===== src/hw/phold_pkg.sv =====
package phold_pkg;

   localparam int TIME_WID  = 16;
   localparam int LP_ID_WID = 4;
   localparam int NUM_LP    = 16;
   localparam int HIST_WID  = 16;

   localparam logic [15:0] LFSR_SEED = 16'hACE1; // any nonzero value

   typedef logic [TIME_WID-1:0]           sim_time_t;
   typedef logic [LP_ID_WID-1:0]          lp_id_t;
   typedef logic [LP_ID_WID+TIME_WID-1:0] event_t;    // {target lp, time}
   typedef logic [HIST_WID-1:0]           hist_cnt_t;

   typedef enum logic [2:0] {
      IDLE,
      INIT,
      READY,
      RUNNING,
      FINISHED
   } ctrl_state_t;

   // per-core event processing
   typedef enum logic [1:0] {
      FREE,
      HIST,
      EMIT
   } core_state_t;

endpackage


===== src/hw/phold_core.sv =====
`timescale 1ns/1ps

module phold_core (
   input  logic                 clk,
   input  logic                 rst_n,
   input  logic                 take,
   input  phold_pkg::event_t    in_event,
   input  logic [15:0]          rnd,
   input  logic                 hist_gnt,
   input  logic                 ack,
   output logic                 ready,
   output logic                 busy,
   output phold_pkg::sim_time_t cur_time,
   output logic                 hist_req,
   output phold_pkg::lp_id_t    hist_lp,
   output logic                 out_vld,
   output phold_pkg::event_t    out_event
);

   phold_pkg::core_state_t state;
   phold_pkg::event_t      cur_ev;   // event being executed
   phold_pkg::lp_id_t      dst_lp;   // successor target
   logic [3:0]             delay;
   phold_pkg::sim_time_t   new_time;

   always_ff @(posedge clk or negedge rst_n) begin
      if (!rst_n) begin
         state <= phold_pkg::FREE;
      end else begin
         case (state)
            phold_pkg::FREE:
               if (take)
                  state <= phold_pkg::HIST;
            phold_pkg::HIST:
               if (hist_gnt)
                  state <= phold_pkg::EMIT; // lp counter saved
            phold_pkg::EMIT:
               if (ack)
                  state <= phold_pkg::FREE;
            default:
               state <= phold_pkg::FREE;
         endcase
      end
   end

   // random draw is sampled with the event
   always_ff @(posedge clk) begin
      if (take) begin
         cur_ev <= in_event;
         dst_lp <= rnd[3:0];
         delay  <= rnd[11:8];
      end
   end

   assign cur_time = cur_ev[phold_pkg::TIME_WID-1:0];
   assign hist_lp  = cur_ev[phold_pkg::TIME_WID +: phold_pkg::LP_ID_WID];
   assign new_time = cur_time + phold_pkg::sim_time_t'(delay) + 1'b1; // always in the future

   assign ready     = (state == phold_pkg::FREE);
   assign busy      = (state == phold_pkg::HIST) || (state == phold_pkg::EMIT);
   assign hist_req  = (state == phold_pkg::HIST);
   assign out_vld   = (state == phold_pkg::EMIT);
   assign out_event = {dst_lp, new_time};

   a_take_when_free: assert property (@(posedge clk) disable iff (!rst_n)
      take |-> state == phold_pkg::FREE);

endmodule


===== config.mk =====
export PLATFORM = sky130hd
export DESIGN_NAME = phold_core
export DESIGN_NICKNAME = d
export VERILOG_FILES = /design/src/hw/phold_pkg.sv /design/src/hw/phold_core.sv
export SDC_FILE = /design/constraint.sdc
export NUM_CORES = 1
export LEC_CHECK = 0
export BUFFER_PORTS_ARGS = -buffer_cell sky130_fd_sc_hd__buf_2
export CAP_MARGIN = 20
export CORE_UTILIZATION = 42
export DETAILED_ROUTE_END_ITERATION = 6
export GPL_ROUTABILITY_DRIVEN = 0
export GPL_TIMING_DRIVEN = 0
export PLACE_DENSITY = 0.76
export SYNTH_ARGS = -nofsm -noshare
export SYNTH_HDL_FRONTEND = slang
export SYNTH_SLANG_ARGS = --single-unit

===== constraint.sdc =====
create_clock -name clk -period 2.6 [get_ports clk]
set_input_delay 0.26 -clock clk [delete_from_list [all_inputs] [get_ports clk]]
set_output_delay 0.26 -clock clk [all_outputs]
set_load 0.01 [all_outputs]

Word-level counts from Yosys, hierarchy flattened. Cells that the tools add are included.

Bits in registers: 30. Input port bits: 41. Logic and storage cells: 18. Output and inout bits: 44.

$add $sub $neg: 2. Reductions and logical operators: 3. Multiplexer cells: 4. Equality and inequality tests: 5.

Operators by type and width (count): adder 16 x 1 -> 16 bit, second input constant (1); adder 16 x 4 -> 16 bit (1); two-way mux 2 bit (3); inequality test 2 bit, second input constant (3); one-hot mux 2 bit (3 select lines) (1); AND reduction 3 bit (1); equality test 2 x 1 -> 1 bit, second input constant (1); equality test 2 bit, second input constant (1); zero test 2 bit (1); logical OR 1 bit (1).

Logic depth before layout (Yosys ltp).
Depth after elaboration: 3. Mapped depth: 8. Depth with buffers taken out: 8.

Least setup slack after synthesis. OpenSTA, ideal clock, no wires.

Path type: register -> output. Start point: register cur_ev[0]. End point: output port out_event[10]. Cell stages (with the launch flop): 9. Data arrival time: 1.911 ns. Slack: 0.429 ns. Cell sequence: edfxtp_1 inv_1 ha_1 inv_1 fa_1 a21o_1 a21oi_2 and3b_1 xor2_1.

Longest elaborated chain between the ends: 2.

RTL lines: start, declared (line phold_core.sv:21) `phold_pkg::event_t cur_ev;`; start signal, assigned (line phold_core.sv:49) `cur_ev <= in_event;`; adder 16 x 4 -> 16 bit (line phold_core.sv:57) `assign new_time = cur_time + phold_pkg::sim_time_t'(delay) + 1'b1;`; adder 16 x 1 -> 16 bit (line phold_core.sv:57); end, declared (line phold_core.sv:17) `output phold_pkg::event_t out_event`.

No other way between the ends.

Worst setup path in the final report.
Start point: register cur_ev[0]. End point: output port out_event[6].

Same word-level chain as after synthesis.

==> flow_summary.json <==
{
  "critical_path.max_stage_delay_ns": 0.39,
  "area_delta_synth_final_pct": 39.53,
  "clk_path_buf_depth": 2,
  "wirelength_mm": 2.834,
  "ys_seq_area_frac": 0.6485,
  "rsz0062_at_grt": "true",
  "slew_headroom": 0.5768,
  "worst_pin_slew_ns": 0.6348,
  "rows": 20,
  "maxCapViolCount": 0,
  "required_ns": 2.34,
  "holdPathStages": 1,
  "crit_fanout": 5,
  "powerDensity_nw_per_um2": 700.5,
  "fin_util": 0.6228,
  "postSynthCellCount": 93,
  "viasPerCell": 4.587,
  "finalCritPeriodShare": 0.9588,
  "yosysTopAreaCell": "edfxtp_1",
  "coreArea_sq_um": 3078,
  "synth_nets": 143,
  "drt_iter0_markers": 54,
  "slew_viol_final": 0,
  "initial_core_util": 0.4463,
  "grt-ovfl-total": 0,
  "crit_start": "cur_ev[0]$_DFFE_PP_",
  "cts_buffers": 5,
  "final_common_cell": "buf_2",
  "hold_end": "dst_lp[0]$_DFFE_PP_",
  "cts_root_buffer": "clkbuf_4",
  "ir_drop_v": 0.0006013,
  "max_freq_mhz": 401.1,
  "ys_types": 25,
  "end_kind": "primary output",
  "syn_area_per_cell_sq_um": 14.77,
  "clk_pin_slew_ns": 0.10,
  "grt_pass1_vias": 951,
  "drive_above_1_share": 0.5140,
  "reg2reg_depth": 4,
  "io_buffers": 76,
  "yosys_warnings": 0,
  "final.setup.tns_ns": 0,
  "critPathTopFamily": "adder cells",
  "crit_arrival_ns": 2.23,
  "crit_chain": "inv_1 > ha_2 > inv_2 > fa_2 > a21o_1 > a21oi_4 > buf_4 > nor2_1 > xor2_1 > buf_2",
  "design_area_sq_um": 1917,
  "die_h_microns": 59.19,
  "grtUsageTotal": 0.1694,
  "fin_skew_ns": 0.00008143,
  "synth.top_cell.area_share": 0.6120,
  "final_antenna_net_count": 0,
  "die-area_sq_um": 3503,
  "fin_nets": 228,
  "cp_slowest_cell": "edfxtp_1",
  "r2r_start": "state[0]$_DFFE_PN0P_",
  "die_w_microns": 59.19,
  "reg2reg_to": "state[0]$_DFFE_PN0P_",
  "io_pins": 85,
  "r2r_setup_slack_ns": 1.15,
  "antenna_found_initial": 0,
  "htreeDepth": 2,
  "hold_class": "input port to flip-flop",
  "via_count": 1023,
  "period_minus_slack_ns": 2.493,
  "hold_viol": 0,
  "clock-sinks": 30,
  "antenna_cells": 0,
  "hp-start": "rnd[0]",
  "grt_max_degree": 30,
  "avgRoutedWirePerCell_microns": 12.71,
  "cp-start-kind": "flip-flop",
  "yosys-top-cells-area": "edfxtp_1 (61%), ha_1 (7.3%), xnor2_1 (5.7%), dfrtp_1 (3.6%), inv_1 (2.7%)",
  "firstDrtPassIters": 4,
  "cts_tree": "done",
  "setup_viol": 0,
  "clkLatencyLatePin_ns": 0.32,
  "remaining_drc_errors": 0,
  "placed_area_sq_um": 1809,
  "final_cell_mix": "buf_2 (76), edfxtp_1 (28), inv_1 (9), xnor2_1 (9), ha_1 (7)",
  "dp_hpwl_mm": 2.170,
  "ys_ff_latch": 30,
  "p_leak_nw": 0.8684,
  "syn-cell-area_sq_um": 1374,
  "grt_first_pass_wirelength_mm": 4.174,
  "critPathBufInv": 4,
  "status": "finished clean",
  "critPathKind": "flip-flop to primary output"
}
## worst max path at each step
stage               endpoint  cells past startpoint
2_1_floorplan  out_event[10]                      8
5_1_grt        out_event[10]                      9
4_1_cts        out_event[10]                      9
3_3_place_gp   out_event[10]                      9
6_report        out_event[6]                     10
3_5_place_dp   out_event[10]                      9
## metrics by stage
step | instances | hold WS (ns) | setup WS (ns) | total power [mW]
3_3_place_gp | 213 | 0.04676 | 0.3402 | 0.9664
4_1_cts | 222 | 0.07615 | 0.0006826 | 1.356
3_5_place_dp | 213 | 0.05181 | 0.3219 | 0.9842
2_1_floorplan | 93 | -0.03559 | 0.4292 | 0.8323
6_report | 223 | 0.09982 | 0.1071 | 1.343
5_1_grt | 223 | 0.07106 | -0.01291 | 1.420
## state kept, by name (all words and copies together), names as in the netlist
| register | cells |
|---|---|
| cur_ev | 20 |
| delay | 4 |
| dst_lp | 4 |
| state | 2 |
## power breakdown
group,switching [mW],total (mW),leakage [nW],internal (mW)
registers,0.0377,0.621,0.299,0.583
logic,0.197,0.359,0.524,0.162
clock network,0.164,0.363,0.0450,0.199
## repair_timing
item	in CTS	in global routing
setup endpoints to repair	1	4
hold buffers	1	0
endpoints found under the hold margin	2	0
buffers inserted	0	1
gates resized for setup	1	3
pin swaps	1	2
## cells by family (layout without fill, tap and decap cells)
family | Yosys count | after routing | share of synthesized area
compound gates | 15 | 15 | 0.08288
xor+xnor | 13 | 13 | 0.08288
fa+ha+maj | 9 | 9 | 0.08744
buf+inv | 10 | 96 | 0.02733
flops | 30 | 30 | 0.6485
simple gates | 16 | 16 | 0.07104
## worst reg2reg max path: stages (launching register included)
cell      delay, ns
dfrtp_1        0.40
inv_1          0.09
ha_1           0.22
a222oi_1       0.48
o21ai_0        0.14
## metal layers
metal	vias to the layer above	share of wire	GRT usage
li1	506	-	-
met1	460	0.38	0.1745
met2	47	0.52	0.2825
met3	10	0.064	0.06769
met4	0	0.036	0.1122
met5	-	0	0
## area by class of cell
class | count | area (sq um)
well taps | 44 | 55.05
flip-flops and latches | 30 | 890.9
repair buffers | 78 | 397.9
inverters | 10 | 37.54
clock inverters | 3 | 40.04
fillers | 255 | 1161
multi-input cells | 53 | 457.9
clock buffers | 5 | 37.54
## Yosys cell counts
cell / number
a21o_1: 1
a21oi_1: 1
a21oi_2: 1
a222oi_1: 1
and3b_1: 1
dfrtp_1: 2
edfxtp_1: 28
fa_1: 1
ha_1: 8
inv_1: 10
nand2_1: 4
nand2b_1: 1
nand4_1: 1
nand4_4: 1
nor2_1: 5
nor2b_1: 1
nor3_1: 1
nor3_2: 1
o2111ai_1: 2
o211ai_1: 2
o21a_1: 1
o21ai_0: 5
o31a_4: 1
xnor2_1: 9
xor2_1: 4
(Power assumes the default switching activity.)
