<file path="config.mk">
export PLATFORM = sky130hd
export DESIGN_NAME = event_queue
export DESIGN_NICKNAME = d
export VERILOG_FILES = /design/src/hw/phold_pkg.sv /design/src/hw/event_queue.sv
export SDC_FILE = /design/constraint.sdc
export NUM_CORES = 2
export LEC_CHECK = 0
export BUFFER_PORTS_ARGS = -buffer_cell sky130_fd_sc_hd__buf_2
export CAP_MARGIN = 30
export CORE_UTILIZATION = 59
export DETAILED_ROUTE_END_ITERATION = 12
export MAX_ROUTING_LAYER = met4
export PLACE_DENSITY = 0.82
export SLEW_MARGIN = 20
export SYNTH_ARGS = -nofsm -noshare
export SYNTH_HDL_FRONTEND = slang
export SYNTH_SLANG_ARGS = --single-unit
</file>
<file path="constraint.sdc">
create_clock -name clk -period 3.5 [get_ports clk]
set_input_delay 0.525 -clock clk [delete_from_list [all_inputs] [get_ports clk]]
set_output_delay 0.525 -clock clk [all_outputs]
set_load 0.02 [all_outputs]
</file>
<file path="src/hw/phold_pkg.sv">
package phold_pkg;

   localparam int TIME_WID  = 16;
   localparam int LP_ID_WID = 4;
   localparam int NUM_LP    = 16;
   localparam int HIST_WID  = 16;

   localparam logic [15:0] LFSR_SEED = 16'hACE1; // any nonzero value

   typedef logic [TIME_WID-1:0]           sim_time_t;
   typedef logic [LP_ID_WID-1:0]          lp_id_t;
   typedef logic [LP_ID_WID+TIME_WID-1:0] event_t;    // {target lp, time}
   typedef logic [HIST_WID-1:0]           hist_cnt_t;

   typedef enum logic [2:0] {
      IDLE,
      INIT,
      READY,
      RUNNING,
      FINISHED
   } ctrl_state_t;

   // per-core event processing
   typedef enum logic [1:0] {
      FREE,
      HIST,
      EMIT
   } core_state_t;

endpackage

</file>
<file path="src/hw/event_queue.sv">
`timescale 1ns/1ps

module event_queue #(
   parameter int QUEUE_DEPTH = 32
) (
   input  logic              clk,
   input  logic              rst_n,
   input  logic              enq,
   input  logic              deq,
   input  phold_pkg::event_t in_event,
   output phold_pkg::event_t head,
   output logic              empty,
   output logic              full
);

   phold_pkg::event_t    slot [QUEUE_DEPTH]; // sorted by time, slot 0 earliest
   logic [QUEUE_DEPTH-1:0] vld;
   logic [QUEUE_DEPTH-1:0] stay;             // entry keeps its place on insert

   // equal times stay ahead of the new event
   always_comb begin
      for (int i = 0; i < QUEUE_DEPTH; i++)
         stay[i] = vld[i] &&
                   (slot[i][phold_pkg::TIME_WID-1:0] <= in_event[phold_pkg::TIME_WID-1:0]);
   end

   always_ff @(posedge clk) begin
      if (enq) begin
         if (!stay[0])
            slot[0] <= in_event;
         for (int i = 1; i < QUEUE_DEPTH; i++) begin
            if (stay[i-1] && !stay[i])
               slot[i] <= in_event; // insertion point
            else if (!stay[i])
               slot[i] <= slot[i-1]; // make room
         end
      end else if (deq) begin
         for (int i = 0; i < QUEUE_DEPTH - 1; i++)
            slot[i] <= slot[i+1];
      end
   end

   always_ff @(posedge clk or negedge rst_n) begin
      if (!rst_n) begin
         vld <= '0;
      end else if (enq) begin
         if (!stay[0])
            vld[0] <= 1'b1;
         for (int i = 1; i < QUEUE_DEPTH; i++) begin
            if (stay[i-1] && !stay[i])
               vld[i] <= 1'b1;
            else if (!stay[i])
               vld[i] <= vld[i-1];
         end
      end else if (deq) begin
         vld <= {1'b0, vld[QUEUE_DEPTH-1:1]};
      end
   end

   assign head  = slot[0];
   assign empty = !vld[0];
   assign full  = vld[QUEUE_DEPTH-1];

   a_no_overflow:  assert property (@(posedge clk) disable iff (!rst_n) enq |-> !full);
   a_no_underflow: assert property (@(posedge clk) disable iff (!rst_n) deq |-> !empty);

endmodule

</file>
* Word level (Yosys, flattened, before mapping)
Memories as Yosys holds them, arrays and structs flattened.
Index checks and enable logic that the tools add are counted.
** Operators by class
- Shift operators :: 0
- Order comparisons :: 32
- Bitwise gates (word level) :: 62
- Reductions and logical operators :: 128
- $add $sub $neg :: 0
- Divide/modulo/power cells :: 0
- Equal/unequal tests :: 32
- Muxes and demuxes :: 350
- $mul :: 0
** Operators by type and width (count)
- 2-to-1 mux 20 bit :: 62
- less-or-equal comparator 16 bit :: 32
- 2-to-1 mux 1 bit :: 286
- != test 3 x 2 -> 1 bit (second input constant) :: 31
- 2-to-1 mux 32 bit :: 2
- AND reduction 2 bit :: 32
- logical AND 1 bit :: 63
- OR 1 bit :: 62
- logical NOT 1 bit :: 32
- != test 2 bit (second input constant) :: 1
- nonzero test 2 bit :: 1
** Word-level totals
- Bits in writable memories :: 640
- ROM bits :: 0
- Bits in latches :: 0
- Register bits after elaboration :: 32
- Memories :: 1
- Logic and storage cells :: 637
** Memory list
- slot :: words 32, width 20, read ports 32, clocked after Yosys merged registers in 0, wr ports 32, line event_queue.sv:16 : phold_pkg::event_t slot [QUEUE_DEPTH];

* Logic depth before layout (Yosys ltp)
- Depth after elaboration :: 9
- Mapped depth :: 11

* Least setup slack after synthesis
OpenSTA, ideal clock, no wires.
- Path type :: input to register
- From :: input port in_event[10]
- To :: memory slot[0][220] in the netlist's numbering (enable)
- Arrival :: 3.888 ns
- Setup time :: 0.428 ns
- Path slack :: -0.816 ns
- Cell stages on the path :: 6
- Required time :: 3.072 ns
- Cells stage by stage :: inv_1 ha_1 nand4_1 or4_1 o221a_2 o31ai_1
** RTL lines
- start, declared :: line event_queue.sv:10 : input phold_pkg::event_t in_event,
- end, declared :: line event_queue.sv:16

==> run summary <==
STATUS
----------------------------------------------------------------------------------------
Result of the run ......................................................... finished, final reports clean

GLOBAL ROUTING
----------------------------------------------------------------------------------------
Total congestion overflow after global routing ............................            0
Total routing resource utilization after global routing ...................        37.8%
Wire length of the first global-routing pass .............................. 217000 microns
Largest net degree at the start of global routing .........................          113
Number of antenna violations at the first check in global routing .........            3
Via count of the first global-routing pass ................................        36800

STA
----------------------------------------------------------------------------------------
Final critical-path setup slack ...........................................     0.283 ns
Max Fclk ..................................................................    0.311 GHz
Skew final ................................................................    0.0269 ns
Portion of the clock cycle consumed by the worst path in the final layout .        91.9%
Final hold violation count ................................................            0
Number of failing setup endpoints in the final timing report ..............            0
Setup repair after global routing missed its margin .......................           no
Total negative slack for setup checks .....................................         0 ns
Period minus WS final .....................................................      3.22 ns
Measured slew at the worst slew-check pin .................................     0.991 ns
Max-slew violation count ..................................................            0
Worst slew margin .........................................................        33.8%

SYNTH
----------------------------------------------------------------------------------------
EDFF count, synth .........................................................          640
Flip-flop cell with the highest count after synthesis .....................     edfxtp_1
Post-synthesis average cell area ..........................................   10.3 sq um
Cell count after synthesis ................................................         4362
Area of the mapped netlist ................................................ 0.0447 sq mm
Yosys reg bits ............................................................          672
Seq/Total Area, Yosys .....................................................        44.8%
Post-synth cell types .....................................................           71
Total nets after synthesis ................................................         4898
Share of async-settable or async-resettable flops after synthesis .........        4.76%
Total of warnings raised by yosys .........................................            0

CRITICAL PATH
----------------------------------------------------------------------------------------
Crit Path Max Fanout ......................................................           20
Startpoint of the worst register-to-register path ......................... slot[0][409]
Crit. End Element .........................................................    flip-flop
Critical Setup Path Class .................................................   reg -> reg
Critical path's slowest cell ..............................................     a211oi_1
Most used cell along the critical path ....................................       a21o_1
Delay of the slowest cell on the worst path ...............................      0.46 ns
Startpoint type of the worst setup path ...................................    flip-flop
Setup slack, reg-to-reg ...................................................      0.28 ns
Number of cells on the worst reg-to-reg path ..............................            9
Worst path required time ..................................................      3.85 ns
Crit Reg-Reg Endpoint ..................................................... slot[0][422]
Signal arrival time at the worst endpoint .................................      3.56 ns
CP Cell Sequence .......................................................... ha_1 -> a21o_1 -> a221o_1 -> a21o_1 -> a211oi_1 -> o21ai_2 -> buf_12 -> mux2i_1 -> o21ai_0

PLACE
----------------------------------------------------------------------------------------
Final RePlAce weighted congestion .........................................         1.01
Port Buffers ..............................................................           45
DP Area ................................................................... 0.0477 sq mm
# placed instances ........................................................         5312
DP Worst Slack ............................................................  -0.00942 ns
Detailed-placement wirelength estimate .................................... 103000 microns

LAYOUT
----------------------------------------------------------------------------------------
Final cell count without fillers ..........................................         5450
Multi-input logic area .................................................... 0.0233 sq mm
Leading cell type in the layout, fill and taps excluded ...................      nand2_1
Filler instances ..........................................................         5276
Top library cells by usage in the layout, fill and taps aside ............. nand2_1 (873), edfxtp_1 (640), ha_1 (512), o21ai_0 (418), mux2i_1 (401)
Synthesis-to-finish area growth ...........................................        12.1%
Non-Filler Cell Area, Final ............................................... 0.0501 sq mm
Share of layout cells above drive strength 1 ..............................        10.6%
Sequential Area ........................................................... 0.0200 sq mm
Final layout net count ....................................................         4958

MIN PATH
----------------------------------------------------------------------------------------
Type of the worst min-delay path ..........................................    in -> reg
Worst min-delay path startpoint ...........................................          enq
Instance count along the most critical hold path ..........................            2
Hold worst-path end .......................................................       vld[3]

CTS
----------------------------------------------------------------------------------------
H-tree levels .............................................................            3
Clock tree from TritonCTS .................................................          yes
Latest clock arrival within the worst-skew pair ...........................      0.66 ns
Number of cells upsized or downsized after cts ............................            0
Buffer type at the clock tree root ........................................    clkbuf_16
Reg clk slew, reported paths ..............................................      0.06 ns
Max clock buf depth .......................................................            3
CTS Buf Count .............................................................           74
Num Clock Sinks ...........................................................          672

PWR
----------------------------------------------------------------------------------------
Design Power ..............................................................      31.6 mW
Cell leakage power ........................................................      20.6 nW
VDD IR-drop max ...........................................................   0.000377 V
Pwr per Cell Area .........................................................  630 mW/mm^2

ROUTING
----------------------------------------------------------------------------------------
Total length of routed wires .............................................. 143000 microns
Per-cell routed wire length ............................................... 26.3 microns
Number of vias in the routed layout .......................................        38100
Antenna Nets Post-Route ...................................................            0
TritonRoute pass-1 iters ..................................................           10
Initial DRC count .........................................................         5067
DRC errors left ...........................................................            0
Number of vias per cell after detailed routing ............................         6.98

FLOORPLANNING
----------------------------------------------------------------------------------------
Standard cell core area ................................................... 0.0747 sq mm
Initial core utilization ..................................................        59.9%
Die Area .................................................................. 0.0769 sq mm
Number of core rows .......................................................          100
Top Ports .................................................................           46
Die Wd ....................................................................  277 microns
Chip Height ...............................................................  277 microns

JOB
----------------------------------------------------------------------------------------
Number of maximum-capacitance violations ..................................            0

-- metrics by stage --
stage          util [%]  hold slack (ns)
6_report           67.1            0.346
3_3_place_gp       63.8            0.502
3_5_place_dp       63.9            0.527
2_1_floorplan         -            0.229
5_1_grt            67.1            0.362
4_1_cts            67.0           0.0500
-- metal layers --
metal | vias up | track usage, % | wire length [microns]
li1 | 16600 | - | -
met1 | 18100 | 47.9 | 53100
met2 | 2765 | 56.6 | 63000
met3 | 602 | 8.13 | 18300
met4 | 0 | 20.9 | 8900
met5 | - | - | 0
-- worst max-delay path by stage --
stage               cells past startpoint    startpoint           end  slack, ns
floorplan                              10  in_event[14]  slot[0][360]      -0.01
global placement                       10   in_event[4]  slot[0][263]       0.03
detailed placement                     10   in_event[4]  slot[0][262]     -0.009
CTS                                     9   slot[0][14]   slot[0][39]       0.45
global route                            9  slot[0][409]  slot[0][422]       0.27
finish                                  9  slot[0][409]  slot[0][422]       0.28
-- cells by family after synthesis --
| family | share of synthesized area (%) |
|---|---|
| adders and majority gates | 14.3 |
| muxes | 9.48 |
| buffers and inverters | 3.67 |
| and+or+nand+nor | 12.6 |
| DFF | 44.8 |
| AOI/OAI and AO/OA | 15.2 |
-- worst max-delay path: cells and delay by family (launching register included) --
| family | cells | cell delay [ns] |
|---|---|---|
| flip-flops | 1 | 0.44 |
| AO/OA/AOI/OAI | 6 | 1.50 |
| multiplexers | 1 | 0.46 |
| adder cells (fa/ha/maj) | 1 | 0.32 |
| buffers and inverters | 1 | 0.21 |
-- synth_stat cells (36+ instances only) --
cell type / number / area, sq um
clkbuf_1: 194 / 728
nor2_1: 99 / 372
o211ai_1: 152 / 1140
ha_1: 512 / 6410
nor3_1: 41 / 205
nand3_1: 87 / 435
o21ai_0: 420 / 2100
nor2b_1: 39 / 244
edfxtp_1: 640 / 19200
a21o_1: 36 / 270
buf_2: 65 / 325
nand4_1: 65 / 407
nand2_1: 874 / 3280
a221o_1: 49 / 490
mux2i_1: 401 / 4010
inv_1: 81 / 304
a21oi_1: 179 / 896
-- repair_timing --
action,CTS,global route
hold buffers,0,1
setup buffers,0,0
hold endpoints to repair,0,14
-- state kept, by name, indices dropped and copies added, names as in the netlist --
signal	count
vld	32
slot	640
-- power breakdown --
group / switching, mW / internal [mW] / total [mW]
clock network: 3.41 / 4.45 / 7.86
registers: 2.06 / 11.4 / 13.5
logic: 5.90 / 4.34 / 10.2
total: 11.4 / 20.2 / 31.6
-- cell type report --
type	instances	area share, %
Timing Repair Buffer	286	5.82
Multi-Input combinational cell	3306	46.5
Tap cell	969	2.42
Antenna cell	2	0.00998
Clock inverter	38	0.694
Inverter	82	0.644
Sequential cell	672	39.9
Clock buffer	95	4.02
(Power assumes the default switching activity.)
