[src/hw/phold_pkg.sv]
package phold_pkg;

   localparam int TIME_WID  = 16;
   localparam int LP_ID_WID = 4;
   localparam int NUM_LP    = 16;
   localparam int HIST_WID  = 16;

   localparam logic [15:0] LFSR_SEED = 16'hACE1; // any nonzero value

   typedef logic [TIME_WID-1:0]           sim_time_t;
   typedef logic [LP_ID_WID-1:0]          lp_id_t;
   typedef logic [LP_ID_WID+TIME_WID-1:0] event_t;    // {target lp, time}
   typedef logic [HIST_WID-1:0]           hist_cnt_t;

   typedef enum logic [2:0] {
      IDLE,
      INIT,
      READY,
      RUNNING,
      FINISHED
   } ctrl_state_t;

   // per-core event processing
   typedef enum logic [1:0] {
      FREE,
      HIST,
      EMIT
   } core_state_t;

endpackage

[src/hw/lfsr.sv]
`timescale 1ns/1ps

module lfsr (
   input  logic        clk,
   input  logic        rst_n,
   input  logic        next,
   output logic [15:0] rnd
);

   logic [15:0] state;

   // galois form, taps 16 14 13 11
   always_ff @(posedge clk or negedge rst_n) begin
      if (!rst_n)
         state <= phold_pkg::LFSR_SEED;
      else if (next)
         state <= {1'b0, state[15:1]} ^ (state[0] ? 16'hB400 : 16'h0000);
   end

   assign rnd = state;

   // all-zero is a lockup state
   a_state_nonzero: assert property (@(posedge clk) disable iff (!rst_n) state != '0);

endmodule

[config.mk]
export PLATFORM = sky130hd
export DESIGN_NAME = lfsr
export DESIGN_NICKNAME = d
export VERILOG_FILES = /design/src/hw/phold_pkg.sv /design/src/hw/lfsr.sv
export SDC_FILE = /design/constraint.sdc
export NUM_CORES = 1
export LEC_CHECK = 0
export BUFFER_PORTS_ARGS = -buffer_cell sky130_fd_sc_hd__buf_4
export CORE_MARGIN = 5
export CORE_UTILIZATION = 48
export CTS_CLUSTER_SIZE = 8
export DETAILED_ROUTE_END_ITERATION = 7
export PLACE_DENSITY = 0.84
export SETUP_SLACK_MARGIN = 0.15
export SYNTH_ARGS = -nofsm -noshare
export SYNTH_HDL_FRONTEND = slang
export SYNTH_SLANG_ARGS = --single-unit
[constraint.sdc]
create_clock -name clk -period 1.4 [get_ports clk]
set_clock_uncertainty 0.2 [all_clocks]
set_input_delay 0.07 -clock clk [delete_from_list [all_inputs] [get_ports clk]]
set_output_delay 0.07 -clock clk [all_outputs]
set_load 0.01 [all_outputs]
After elaboration in Yosys (flattened, before gate mapping)

Index checks and enable logic that the tools add are counted.
W data, S select, Z words.

Logic and storage cells: 3
Bits of input ports: 3
Output and inout bits: 16
Flip-flop bits (word level): 16

Mux-type cells: 1
Bitwise logic cells: 1

Operators by type and width:

| cell             | count |
|---|---|
| $mux W16         | 1 |
| $xor A15 B16 Y16 | 1 |

Longest topological paths before layout

Gate-level depths: netlist of run 1.

Depth after elaboration: 2
Depth in mapped cells: 4
Mapped depth without buffers: 2

Worst setup path after synthesis of run 1

Ideal clock, no wire load.

Path type: register -> register
Start: register state[0], in the netlist rnd[0]
End: register state[12], in the netlist rnd[12]
Cell stages (with the launch flop): 3
Path slack: 0.297 ns
Data required time: 1.077 ns
Arrival time: 0.780 ns
Clock period less this slack: 1.103 ns
Cells stage by stage: dfstp_2 xnor2_1 a21oi_1

Longest elaborated chain between the ends: 2

Ends and longest elaborated chain:

| element                | RTL line   | text |
|---|---|---|
| start, declared        | lfsr.sv:10 | `logic [15:0] state;` |
| start signal, assigned | lfsr.sv:15 | `state <= phold_pkg::LFSR_SEED;` |
| start signal, assigned | lfsr.sv:17 | `state <= {1'b0, state[15:1]} ^ (state[0] ? 16'hB400 : 16'h0000);` |
| $mux W16               | lfsr.sv:17 |  |
| $xor A15 B16 Y16       | lfsr.sv:17 |  |

No other way between the ends.
A chain may end at the register's enable or synchronous reset.

Worst setup path after layout of run 1

Start: register state[5], in the netlist rnd[5]
End: output port rnd[5]

RTL lines:

| element       | RTL line  | text |
|---|---|---|
| end, declared | lfsr.sv:7 | `output logic [15:0] rnd` |

No word-level cell between the ends.

==> results.md, run 1 <==
| Result | This run |
| --- | --- |
| Fraction of layout cells with a size suffix above 1 | 71.0% |
| Critical path depth in cells | 1 |
| Area growth from synthesis to layout | 39.1% |
| Quantity of I/O buffers inserted on ports | 18 |
| Hold Path Cell Cnt | 1 |
| Syn_nets | 43 |
| Die Span Y | 47.0 um |
| Hold_ws | 0.341 ns |
| Final slew viol count | 0 |
| Number of diodes | 0 |
| Detailed Routing Iterations Pass 1 | 2 |
| Global-route wire length before repair | 1960 um |
| Worst skew pair latency | 0.29 ns |
| Post-Synthesis Cells | 40 |
| Unrepaired setup endpoints after global routing | true |
| Number of antenna violations at the first check in global routing | 0 |
| Layout Utilization | 70.1% |
| Max_slew headroom | 86.5% |
| Family of cells with the greatest summed delay on the critical path | flip-flops |
| Sequential fraction of the synthesis area | 62.6% |
| Vias in the first global route | 417 |
| Critical path endpoint category | output pin |
| Cell count of the worst reg-to-reg path | 3 |
| Layout net count | 73 |
| Sinks on Clock Net | 16 |
| Detailed router's first-iteration violation count | 3 |
| CTS Root Buffer Type | sky130_fd_sc_hd__clkbuf_4 |
| Global-route usage over all layers | 13.5% |
| Total Die Area | 2200 sq um |
| Area of all sequential standard cells | 410 sq um |
| Global placement routability congestion | 0.652 |
| Maximum number of pins on one net before global-route repair | 20 |
| Avg Synthesized Cell Area | 16.4 sq um |
| Cell area after technology mapping | 656 sq um |
| Leading cell types by total area after synthesis | sky130_fd_sc_hd__dfstp_2, sky130_fd_sc_hd__dfrtp_1, sky130_fd_sc_hd__mux2_2 |
| Worst vdd ir | 1.14 mV |
| Sequence of cells on the critical path | buf_4 |
| Worst-case clock buffer depth | 2 |
| Total DRC errors in the routed layout | 0 |
| Worst path bufs/invs | 1 |
| Type of the tightest min-delay check | reg2reg |
| Number of distinct library cell variants in the gate-level netlist after synthesis | 9 |
| Yosys synthesis warning count | 0 |
| Half-perimeter wire length after placement | 835 um |
| Required time of the worst setup path | 1.13 ns |
| Pwr/cell area | 2550 nW/um^2 |
| Post-layout power | 0.00233 W |
| #FFs+latches synth | 16 |
| Category of the worst setup path launch point | flop |
| Level count of the clock H-tree | 1 |
| Worst EP arrival | 0.95 ns |
| Final sum of negative setup slack | 0 ns |
| Final setup fails | 0 |
| Cell taking the most area after synthesis | sky130_fd_sc_hd__dfstp_2 |
| Maximum single-stage delay on the critical path | 0.55 ns |
| Aggregate routed wire length | 1250 um |
| Max reg flops | 16 |
| CTS tree | done |
| Via density | 4.99 |
| Static leakage | 0.410 nW |
| FILL cells | 89 |
| Status | completed |
| Gr ovfl total | 0 |
| Share of the synthesized area in the top cell type | 32.1% |
| Multi-input gate area | 214 sq um |
| Slowest cell on the critical path | sky130_fd_sc_hd__dfstp_2 |
| Floorplan die width | 47.0 um |
| Final clock period utilization by the worst path | 87.5% |
| Largest fanout on the critical path | 3 |
| Count of final hold-check violations | 0 |
| Num CTS Buffers | 3 |
| Max Clk Rate | 817 MHz |
| Floorplan Core Area | 1300 sq um |
| Start-to-end type of the worst setup path | reg2out |
| Starting Density | 50.4% |
| Transition time of the tightest slew-check pin | 0.202 ns |
| Final min period | 1.22 ns |
| Clock-pin slew reported for the worst setup and hold paths after clock tree synthesis | 0.08 ns |
| Routed wire per std cell | 14.9 um |
| Via Count | 419 |
| Antenna-violating nets left | 0 |
| Max cap viols | 0 |
| Row cnt | 13 |
| Boundary Pins | 19 |
per-layer routing:
metal  global-route usage [%]  wire [um]  part of all wire (%)  up-vias
li1                         -          -                     -      192
met1                     15.5        513                    41      209
met2                     22.0        611                    49       16
met3                     7.66        110                   8.8        2
met4                     3.31         13                   1.0        0
met5                        0          0                     0        -
power breakdown:
part	internal (W)	switching (W)
registers	0.000777	0.000176
logic	0.000680	0.000395
clock network	0.000158	0.000142
placed cells by master, fill, tap and decap left out, drive strengths merged:
| cell type | count |
|---|---|
| buf | 24 |
| mux2 | 13 |
| dfstp | 8 |
| dfrtp | 8 |
| clkbuf | 4 |
| xnor2 | 3 |
| nor2 | 3 |
| a21oi | 3 |
| dlygate4sd3 | 3 |
path summary, 6_finish.rpt:
kind / slack [ns] / end / start
max: 0.18 / rnd[5] / rnd[5]
min: 0.34 / rnd[1] / rnd[2]
max reg2reg: 0.21 / rnd[10] / rnd[11]
min reg2reg: 0.34 / rnd[1] / rnd[2]
max in group asynchronous: 0.24 / rnd[15] / rst_n
min in group asynchronous: 0.51 / rnd[9] / rst_n
cells in the mapped netlist:
master and n:
sky130_fd_sc_hd__mux2_2 9, sky130_fd_sc_hd__dfrtp_1 8, sky130_fd_sc_hd__dfstp_2 8, sky130_fd_sc_hd__mux2_4 4
sky130_fd_sc_hd__a21oi_1 3, sky130_fd_sc_hd__nor2_1 3, sky130_fd_sc_hd__xnor2_1 3, sky130_fd_sc_hd__buf_12 1
sky130_fd_sc_hd__buf_6 1
area by class of cell:
class | instances | area share (%)
Sequential cell | 16 | 45.0
Timing Repair Buffer | 27 | 25.5
Multi-Input combinational cell | 22 | 23.5
Clock buffer | 4 | 3.98
Tap cell | 15 | 2.06
cells by family (layout without fill, tap and decap cells):
logic type / Yosys count / in the layout / synth area share, %
xor+xnor: 3 / 3 / 4.01
compound gates: 3 / 3 / 2.29
mux: 13 / 13 / 24.6
simple gates: 3 / 3 / 1.72
flops: 16 / 16 / 62.6
buf+inv: 2 / 31 / 4.77
repair_timing:
item	CTS	global route
resized for setup	0	6
hold endpoints to repair	19	0
buffers inserted	5	1
hold buffers	3	0
pin swaps	0	1
endpoints found under the setup margin	5	10
stage by stage:
stage / setup slack [ns] / instances / area [sq um]
global placement: 0.305 / 71 / 778
CTS: 0.156 / 83 / 882
floorplan: 0.297 / 40 / 656
detailed placement: 0.260 / 71 / 778
finish: 0.176 / 84 / 912
global route: 0.139 / 84 / 912
Power figures use the tool's default switching activity.
==> run 2, diff against run 1 <==
Settings changed: REMOVE_ABC_BUFFERS set to 1.
==> run 2 against run 1 <==
Effect of this change: fmax is 1.2% lower; worst setup slack got worse by 0.015 ns; count of clock-buffer cells in the layout stayed put; hold slack worse by 0.028 ns; wire length down 6.1%; clock power barely moved; register-to-register slack barely moved; non-clock buffer count fell by 3; die area unchanged; sequential share of layout area rose by 0.95 points; largest power group unchanged.
==> results.md, run 2 (same netlist as run 1, synthesis figures left out) <==
| Result | This run |
| --- | --- |
| Slowest cell on the critical path | sky130_fd_sc_hd__dfstp_2 |
| Family of cells with the greatest summed delay on the critical path | flip-flops |
| Clock-pin slew reported for the worst setup and hold paths after clock tree synthesis | 0.09 ns |
| Final slew viol count | 0 |
| Worst EP arrival | 0.97 ns |
| Start-to-end type of the worst setup path | reg2out |
| Hold Crit Endpoint | rnd[10] |
| Max_slew headroom | 87.1% |
| Area growth from synthesis to layout | 36.3% |
| Count of placed standard cells in the final layout, fillers left out | 81 |
| Worst vdd ir | 1.19 mV |
| Commonest cells after routing, fill and taps aside | sky130_fd_sc_hd__buf_4, sky130_fd_sc_hd__mux2_2, sky130_fd_sc_hd__dfstp_2, sky130_fd_sc_hd__dfrtp_1, sky130_fd_sc_hd__buf_6 |
| Part of the total power dissipated in the clock network | 13.2% |
| Dpl cell area | 778 sq um |
| Final sum of negative setup slack | 0 ns |
| Critical path launch point | rnd[6] |
| Maximum number of pins on one net before global-route repair | 20 |
| Cell count of the worst reg-to-reg path | 3 |
| Sequence of cells on the critical path | buf_6 |
| Sinks on Clock Net | 16 |
| Static leakage | 0.397 nW |
| Antenna-violating nets left | 0 |
| Total Die Area | 2200 sq um |
| Maximum single-stage delay on the critical path | 0.58 ns |
| Worst skew pair latency | 0.28 ns |
| Leading cell type in the layout, fill and taps excluded | sky130_fd_sc_hd__buf_4 |
| Via density | 4.79 |
| Max cap viols | 0 |
| Max Clk Rate | 807 MHz |
| Final clock period utilization by the worst path | 88.5% |
| Setup slack on the worst flop-to-flop path | 0.20 ns |
| Transition time of the tightest slew-check pin | 0.193 ns |
| Pwr/cell area | 2530 nW/um^2 |
| Largest fanout on the critical path | 3 |
| Detailed router's first-iteration violation count | 0 |
| Final min period | 1.24 ns |
| Unrepaired setup endpoints after global routing | true |
| Max reg flops | 16 |
| Worst-case clock buffer depth | 2 |
| Vias in the first global route | 404 |
| Post-layout power | 0.00226 W |
| Floorplan die width | 47.0 um |
| Row cnt | 13 |
| Via Count | 388 |
| Minimum setup slack in the final design | 0.161 ns |
| Starting Density | 50.4% |
| CTS Root Buffer Type | sky130_fd_sc_hd__clkbuf_4 |
| Number of placed instances with taps included | 71 |
| FILL cells | 101 |
| Count of final hold-check violations | 0 |
| Floorplan Core Area | 1300 sq um |
| Reg-to-reg critical path endpoint | rnd[12] |
| Required time of the worst setup path | 1.13 ns |
| Number of diodes | 0 |
| Level count of the clock H-tree | 1 |
| Fraction of power spent switching nets | 30.5% |
| Post-route standard cell area excluding fillers | 893 sq um |
| Critical path endpoint category | output pin |
| Switch Pwr | 0.000690 W |
| Global placement routability congestion | 0.679 |
| Status | completed |
| Sequential share of power | 42.7% |
| Total DRC errors in the routed layout | 0 |
| Global-route wire length before repair | 1800 um |
| Gr ovfl total | 0 |
| Type of the tightest min-delay check | reg2reg |
| Half-perimeter wire length after placement | 707 um |
| Quantity of I/O buffers inserted on ports | 18 |
| Number of antenna violations at the first check in global routing | 0 |
| Die Span Y | 47.0 um |
| Detailed Routing Iterations Pass 1 | 1 |
| Int Power | 0.00157 W |
| Global-route usage over all layers | 12.1% |
| Layout net count | 70 |
| DP Worst Slack | 0.287 ns |
| Category of the worst setup path launch point | flop |
| Routed wire per std cell | 14.5 um |
| Num CTS Buffers | 3 |
| CTS tree | done |
| Final setup fails | 0 |
| Worst hold path startpoint | rnd[10] |
| Worst path bufs/invs | 1 |
| Fraction of layout cells with a size suffix above 1 | 69.7% |
| Hold Path Cell Cnt | 2 |
| RR Startpoint | rnd[0] |
| Share of power burned in combinational logic | 44.1% |
| Aggregate routed wire length | 1170 um |
| Boundary Pins | 19 |
## run 2: cell count changes in the layout (fill, tap and decap cells not counted)
cell,delta
sky130_fd_sc_hd__buf_4,-4
sky130_fd_sc_hd__buf_6,+1
## run 2: routing by layer
layer,vias up,GRT usage [%],share of wire [%]
met2,8,18.4,51
li1,189,-,-
met3,0,4.60,4.9
met1,191,15.5,44
met4,0,4.97,0
met5,-,0,0
## run 2: cell type report
class	instances	area, sq um	area share (%)
repair buffers	24	214	23.9
clock buffers	4	36.3	4.06
multi-input cells	22	214	23.9
well taps	15	18.8	2.10
flip-flops and latches	16	410	45.9
## run 2: worst max-delay path by stage
| stage | cells after the start | slack, ns | end |
|---|---|---|---|
| 2_1_floorplan | 2 | 0.30 | rnd[12] |
| 3_3_place_gp | 2 | 0.30 | rnd[12] |
| 3_5_place_dp | 2 | 0.29 | rnd[12] |
| 4_1_cts | 1 | 0.15 | rnd[13] |
| 5_1_grt | 1 | 0.11 | rnd[6] |
| 6_report | 1 | 0.16 | rnd[6] |
## run 2: through the flow
stage | utilization (%) | hold slack [ns]
floorplan | - | -0.426
global placement | 59.8 | -0.265
detailed placement | 59.8 | -0.266
CTS | 66.1 | 0.306
global route | 68.7 | 0.351
finish | 68.7 | 0.312
## run 2: what timing repair did
action	CTS	global route
gates cloned	0	0
setup buffers	2	1
hold buffers	3	0
endpoints found under the hold margin	19	0
gates resized for setup	0	7
endpoints found under the setup margin	2	11
## run 2: power groups by stage
stage          registers [W]  logic (W)  clock network (W)
5_1_grt              0.00101    0.00107           0.000341
4_1_cts             0.000945   0.000928           0.000313
2_1_floorplan        0.00107   0.000317                  0
6_report            0.000967   0.000998           0.000300
3_3_place_gp        0.000975   0.000833                  0
3_5_place_dp        0.000982   0.000849                  0
==> run 3, diff against run 2 <==
Settings changed: ABC_AREA set to 1, PLACE_DENSITY 0.84 to 0.83.
==> run 3 against run 2 <==
Effect of this change: critical path depth stayed put; hold slack worse by 0.026 ns; area after synthesis grew 2.5%; sequential cell count is the same; clock power decreased by 15%; utilization rose by 0.58 points; first-iteration DRC count up 3; wire length grew 22%; critical path type unchanged; largest power group is now sequential cells; highest routed layer is now met4.
==> results.md, run 3 <==
| Result | This run |
| --- | --- |
| Final clock period utilization by the worst path | 88.1% |
| Post-Synthesis Cells | 74 |
| Maximum single-stage delay on the critical path | 0.57 ns |
| Worst EP arrival | 0.96 ns |
| Share of power burned in combinational logic | 37.4% |
| Final min period | 1.23 ns |
| Max cap viols | 0 |
| Commonest cells after routing, fill and taps aside | sky130_fd_sc_hd__nand2_1, sky130_fd_sc_hd__buf_4, sky130_fd_sc_hd__dfstp_2, sky130_fd_sc_hd__dfrtp_1, sky130_fd_sc_hd__buf_6 |
| Worst hold path startpoint | rnd[6] |
| Start-to-end type of the worst setup path | reg2out |
| Yosys synthesis warning count | 0 |
| Global-route usage over all layers | 16.9% |
| Worst-case clock buffer depth | 2 |
| Worst skew pair latency | 0.29 ns |
| Antenna-violating nets left | 0 |
| Area of all sequential standard cells | 410 sq um |
| Quantity of I/O buffers inserted on ports | 18 |
| Fraction of layout cells with a size suffix above 1 | 37.6% |
| Total DRC errors in the routed layout | 0 |
| Leading cell type in the layout, fill and taps excluded | sky130_fd_sc_hd__nand2_1 |
| Area growth from synthesis to layout | 35.8% |
| Transition time of the tightest slew-check pin | 0.202 ns |
| Global placement routability congestion | 0.758 |
| Worst setup path endpoint | rnd[0] |
| Family of cells with the greatest summed delay on the critical path | flip-flops |
| Aggregate routed wire length | 1430 um |
| Reg-to-reg critical path endpoint | rnd[12] |
| Switch Pwr | 0.000542 W |
| Library cell with the highest instance count after synthesis | sky130_fd_sc_hd__nand2_1 |
| Level count of the clock H-tree | 1 |
| Leading cell types by total area after synthesis | sky130_fd_sc_hd__dfstp_2, sky130_fd_sc_hd__dfrtp_1, sky130_fd_sc_hd__nand2_1 |
| Detailed Routing Iterations Pass 1 | 4 |
| Share of the synthesized area in the top cell type | 31.3% |
| Row cnt | 13 |
| Floorplan Core Area | 1320 sq um |
| Max reg flops | 16 |
| Vias in the first global route | 539 |
| Sequential fraction of the synthesis area | 61.1% |
| Slowest cell on the critical path | sky130_fd_sc_hd__dfstp_2 |
| Number of distinct library cell variants in the gate-level netlist after synthesis | 9 |
| Floorplan die width | 47.4 um |
| Critical path endpoint category | output pin |
| Final slew viol count | 0 |
| CTS tree | done |
| Worst path bufs/invs | 1 |
| Multi-input gate area | 204 sq um |
| Post-synth ARST share | 100% |
| Required time of the worst setup path | 1.13 ns |
| Number of enable-type register cells in the synthesized netlist | 0 |
| Gr ovfl total | 0 |
| Avg Synthesized Cell Area | 9.08 sq um |
| Post-layout power | 0.00165 W |
| CTS Root Buffer Type | sky130_fd_sc_hd__clkbuf_4 |
| Max Clk Rate | 810 MHz |
| #FFs+latches synth | 16 |
| Via Count | 546 |
| Cell area after technology mapping | 672 sq um |
| RR Startpoint | rnd[13] |
| Unrepaired setup endpoints after global routing | true |
| Worst vdd ir | 1.03 mV |
| Minimum setup slack in the final design | 0.166 ns |
| Final sum of negative setup slack | 0 ns |
| Post-synth top cells | sky130_fd_sc_hd__nand2_1, sky130_fd_sc_hd__dfrtp_1, sky130_fd_sc_hd__dfstp_2 |
| Int Power | 0.00111 W |
| Num CTS Buffers | 3 |
| Cell taking the most area after synthesis | sky130_fd_sc_hd__dfstp_2 |
| Part of the total power dissipated in the clock network | 15.5% |
| Static leakage | 0.485 nW |
| Starting Density | 51.0% |
| Number of diodes | 0 |
| Number of antenna violations at the first check in global routing | 0 |
| Maximum number of pins on one net before global-route repair | 20 |
| Fraction of power spent switching nets | 32.8% |
| Layout net count | 105 |
| DP Worst Slack | 0.274 ns |
| Boundary Pins | 19 |
| Final setup fails | 0 |
| Via density | 4.71 |
| Cell count of the worst reg-to-reg path | 4 |
| Status | completed |
| Sinks on Clock Net | 16 |
| Total Die Area | 2250 sq um |
| Die Span Y | 47.4 um |
| Half-perimeter wire length after placement | 941 um |
| Main synth FF type | sky130_fd_sc_hd__dfstp_2 |
| Global-route wire length before repair | 2450 um |
| Max_slew headroom | 86.5% |
| Category of the worst setup path launch point | flop |
| Count of final hold-check violations | 0 |
| Detailed router's first-iteration violation count | 3 |
| Critical path launch point | rnd[0] |
| Setup slack on the worst flop-to-flop path | 0.24 ns |
| Type of the tightest min-delay check | reg2reg |
| Routed wire per std cell | 12.3 um |
| Clock-pin slew reported for the worst setup and hold paths after clock tree synthesis | 0.09 ns |
| Critical path depth in cells | 1 |
| Sequence of cells on the critical path | buf_6 |
| FILL cells | 99 |
| Pwr/cell area | 1810 nW/um^2 |
| Largest fanout on the critical path | 4 |
| Sequential share of power | 47.1% |
-- run 3: cell count changes in the layout (fill, tap and decap cells not counted), moves of 2 or more --
cell                      previous run  this run
sky130_fd_sc_hd__mux2_4              4         0
sky130_fd_sc_hd__xnor2_1             3         0
sky130_fd_sc_hd__nand2_1             0        40
sky130_fd_sc_hd__mux2_2              9         0
sky130_fd_sc_hd__nand3_1             0         3
sky130_fd_sc_hd__inv_1               0         4
sky130_fd_sc_hd__nor2_1              3         0
sky130_fd_sc_hd__buf_4              14        16
sky130_fd_sc_hd__nand2_2             0         3
sky130_fd_sc_hd__o21ai_0             0         4
sky130_fd_sc_hd__a21oi_1             3         0
-- run 3: layout make-up --
| class | instances | area share, % |
|---|---|---|
| Sequential cell | 16 | 45.0 |
| Timing Repair Buffer | 26 | 25.1 |
| Multi-Input combinational cell | 50 | 22.4 |
| Clock buffer | 4 | 2.88 |
| Inverter | 5 | 2.61 |
| Tap cell | 15 | 2.06 |
-- run 3: cells by family (layout without fill, tap and decap cells) --
| family | count (synthesis) | count (layout) | share of synthesized area [%] |
|---|---|---|---|
| buffers and inverters | 8 | 35 | 8.57 |
| AND/OR/NAND/NOR | 46 | 46 | 27.4 |
| flip-flops | 16 | 16 | 61.1 |
| AO/OA/AOI/OAI | 4 | 4 | 2.98 |
-- run 3: metrics by stage --
step | util (%) | hold slack (ns) | cell area (sq um) | instances
2_1_floorplan | - | -0.426 | 638 | 71
3_3_place_gp | 60.1 | -0.265 | 792 | 104
3_5_place_dp | 60.1 | -0.264 | 792 | 104
4_1_cts | 65.5 | 0.280 | 863 | 113
5_1_grt | 69.2 | 0.303 | 912 | 116
6_report | 69.2 | 0.286 | 912 | 116
-- run 3: metal layers --
metal | GRT usage (%) | vias up | wire length [um]
li1 | - | 279 | -
met1 | 20.0 | 253 | 602
met2 | 25.1 | 10 | 701
met3 | 7.52 | 4 | 91
met4 | 9.94 | 0 | 32
met5 | 0 | - | 0
-- run 3: tightest hold or removal path, cell delays in order (launching register included) --
cell	delay [ns]
sky130_fd_sc_hd__dfstp_2	0.39
sky130_fd_sc_hd__nand2_1	0.06
sky130_fd_sc_hd__nand2_1	0.05
-- run 3: power groups by stage --
stage               sequential (W)  clock [W]  combinational (W)
floorplan                 0.000836          0           0.000150
global placement          0.000777          0           0.000478
detailed placement        0.000783          0           0.000493
CTS                       0.000771   0.000262           0.000533
global route              0.000802   0.000288           0.000683
finish                    0.000776   0.000256           0.000617
-- run 3: how the worst min path moves through the flow --
stage / end / slack (ns) / cells after the start
global route: rnd[5] / 0.30 / 2
CTS: rnd[5] / 0.28 / 2
detailed placement: rnd[3] / -0.26 / 1
finish: rnd[6] / 0.29 / 2
global placement: rnd[8] / -0.27 / 1
floorplan: rnd[12] / -0.43 / 0
-- run 3: what timing repair did --
item                       4_1_cts  5_1_grt
setup buffers                    2        3
setup endpoints to repair        2        8
hold buffers                     3        0
resized for setup                0        7
hold endpoints to repair        31        0
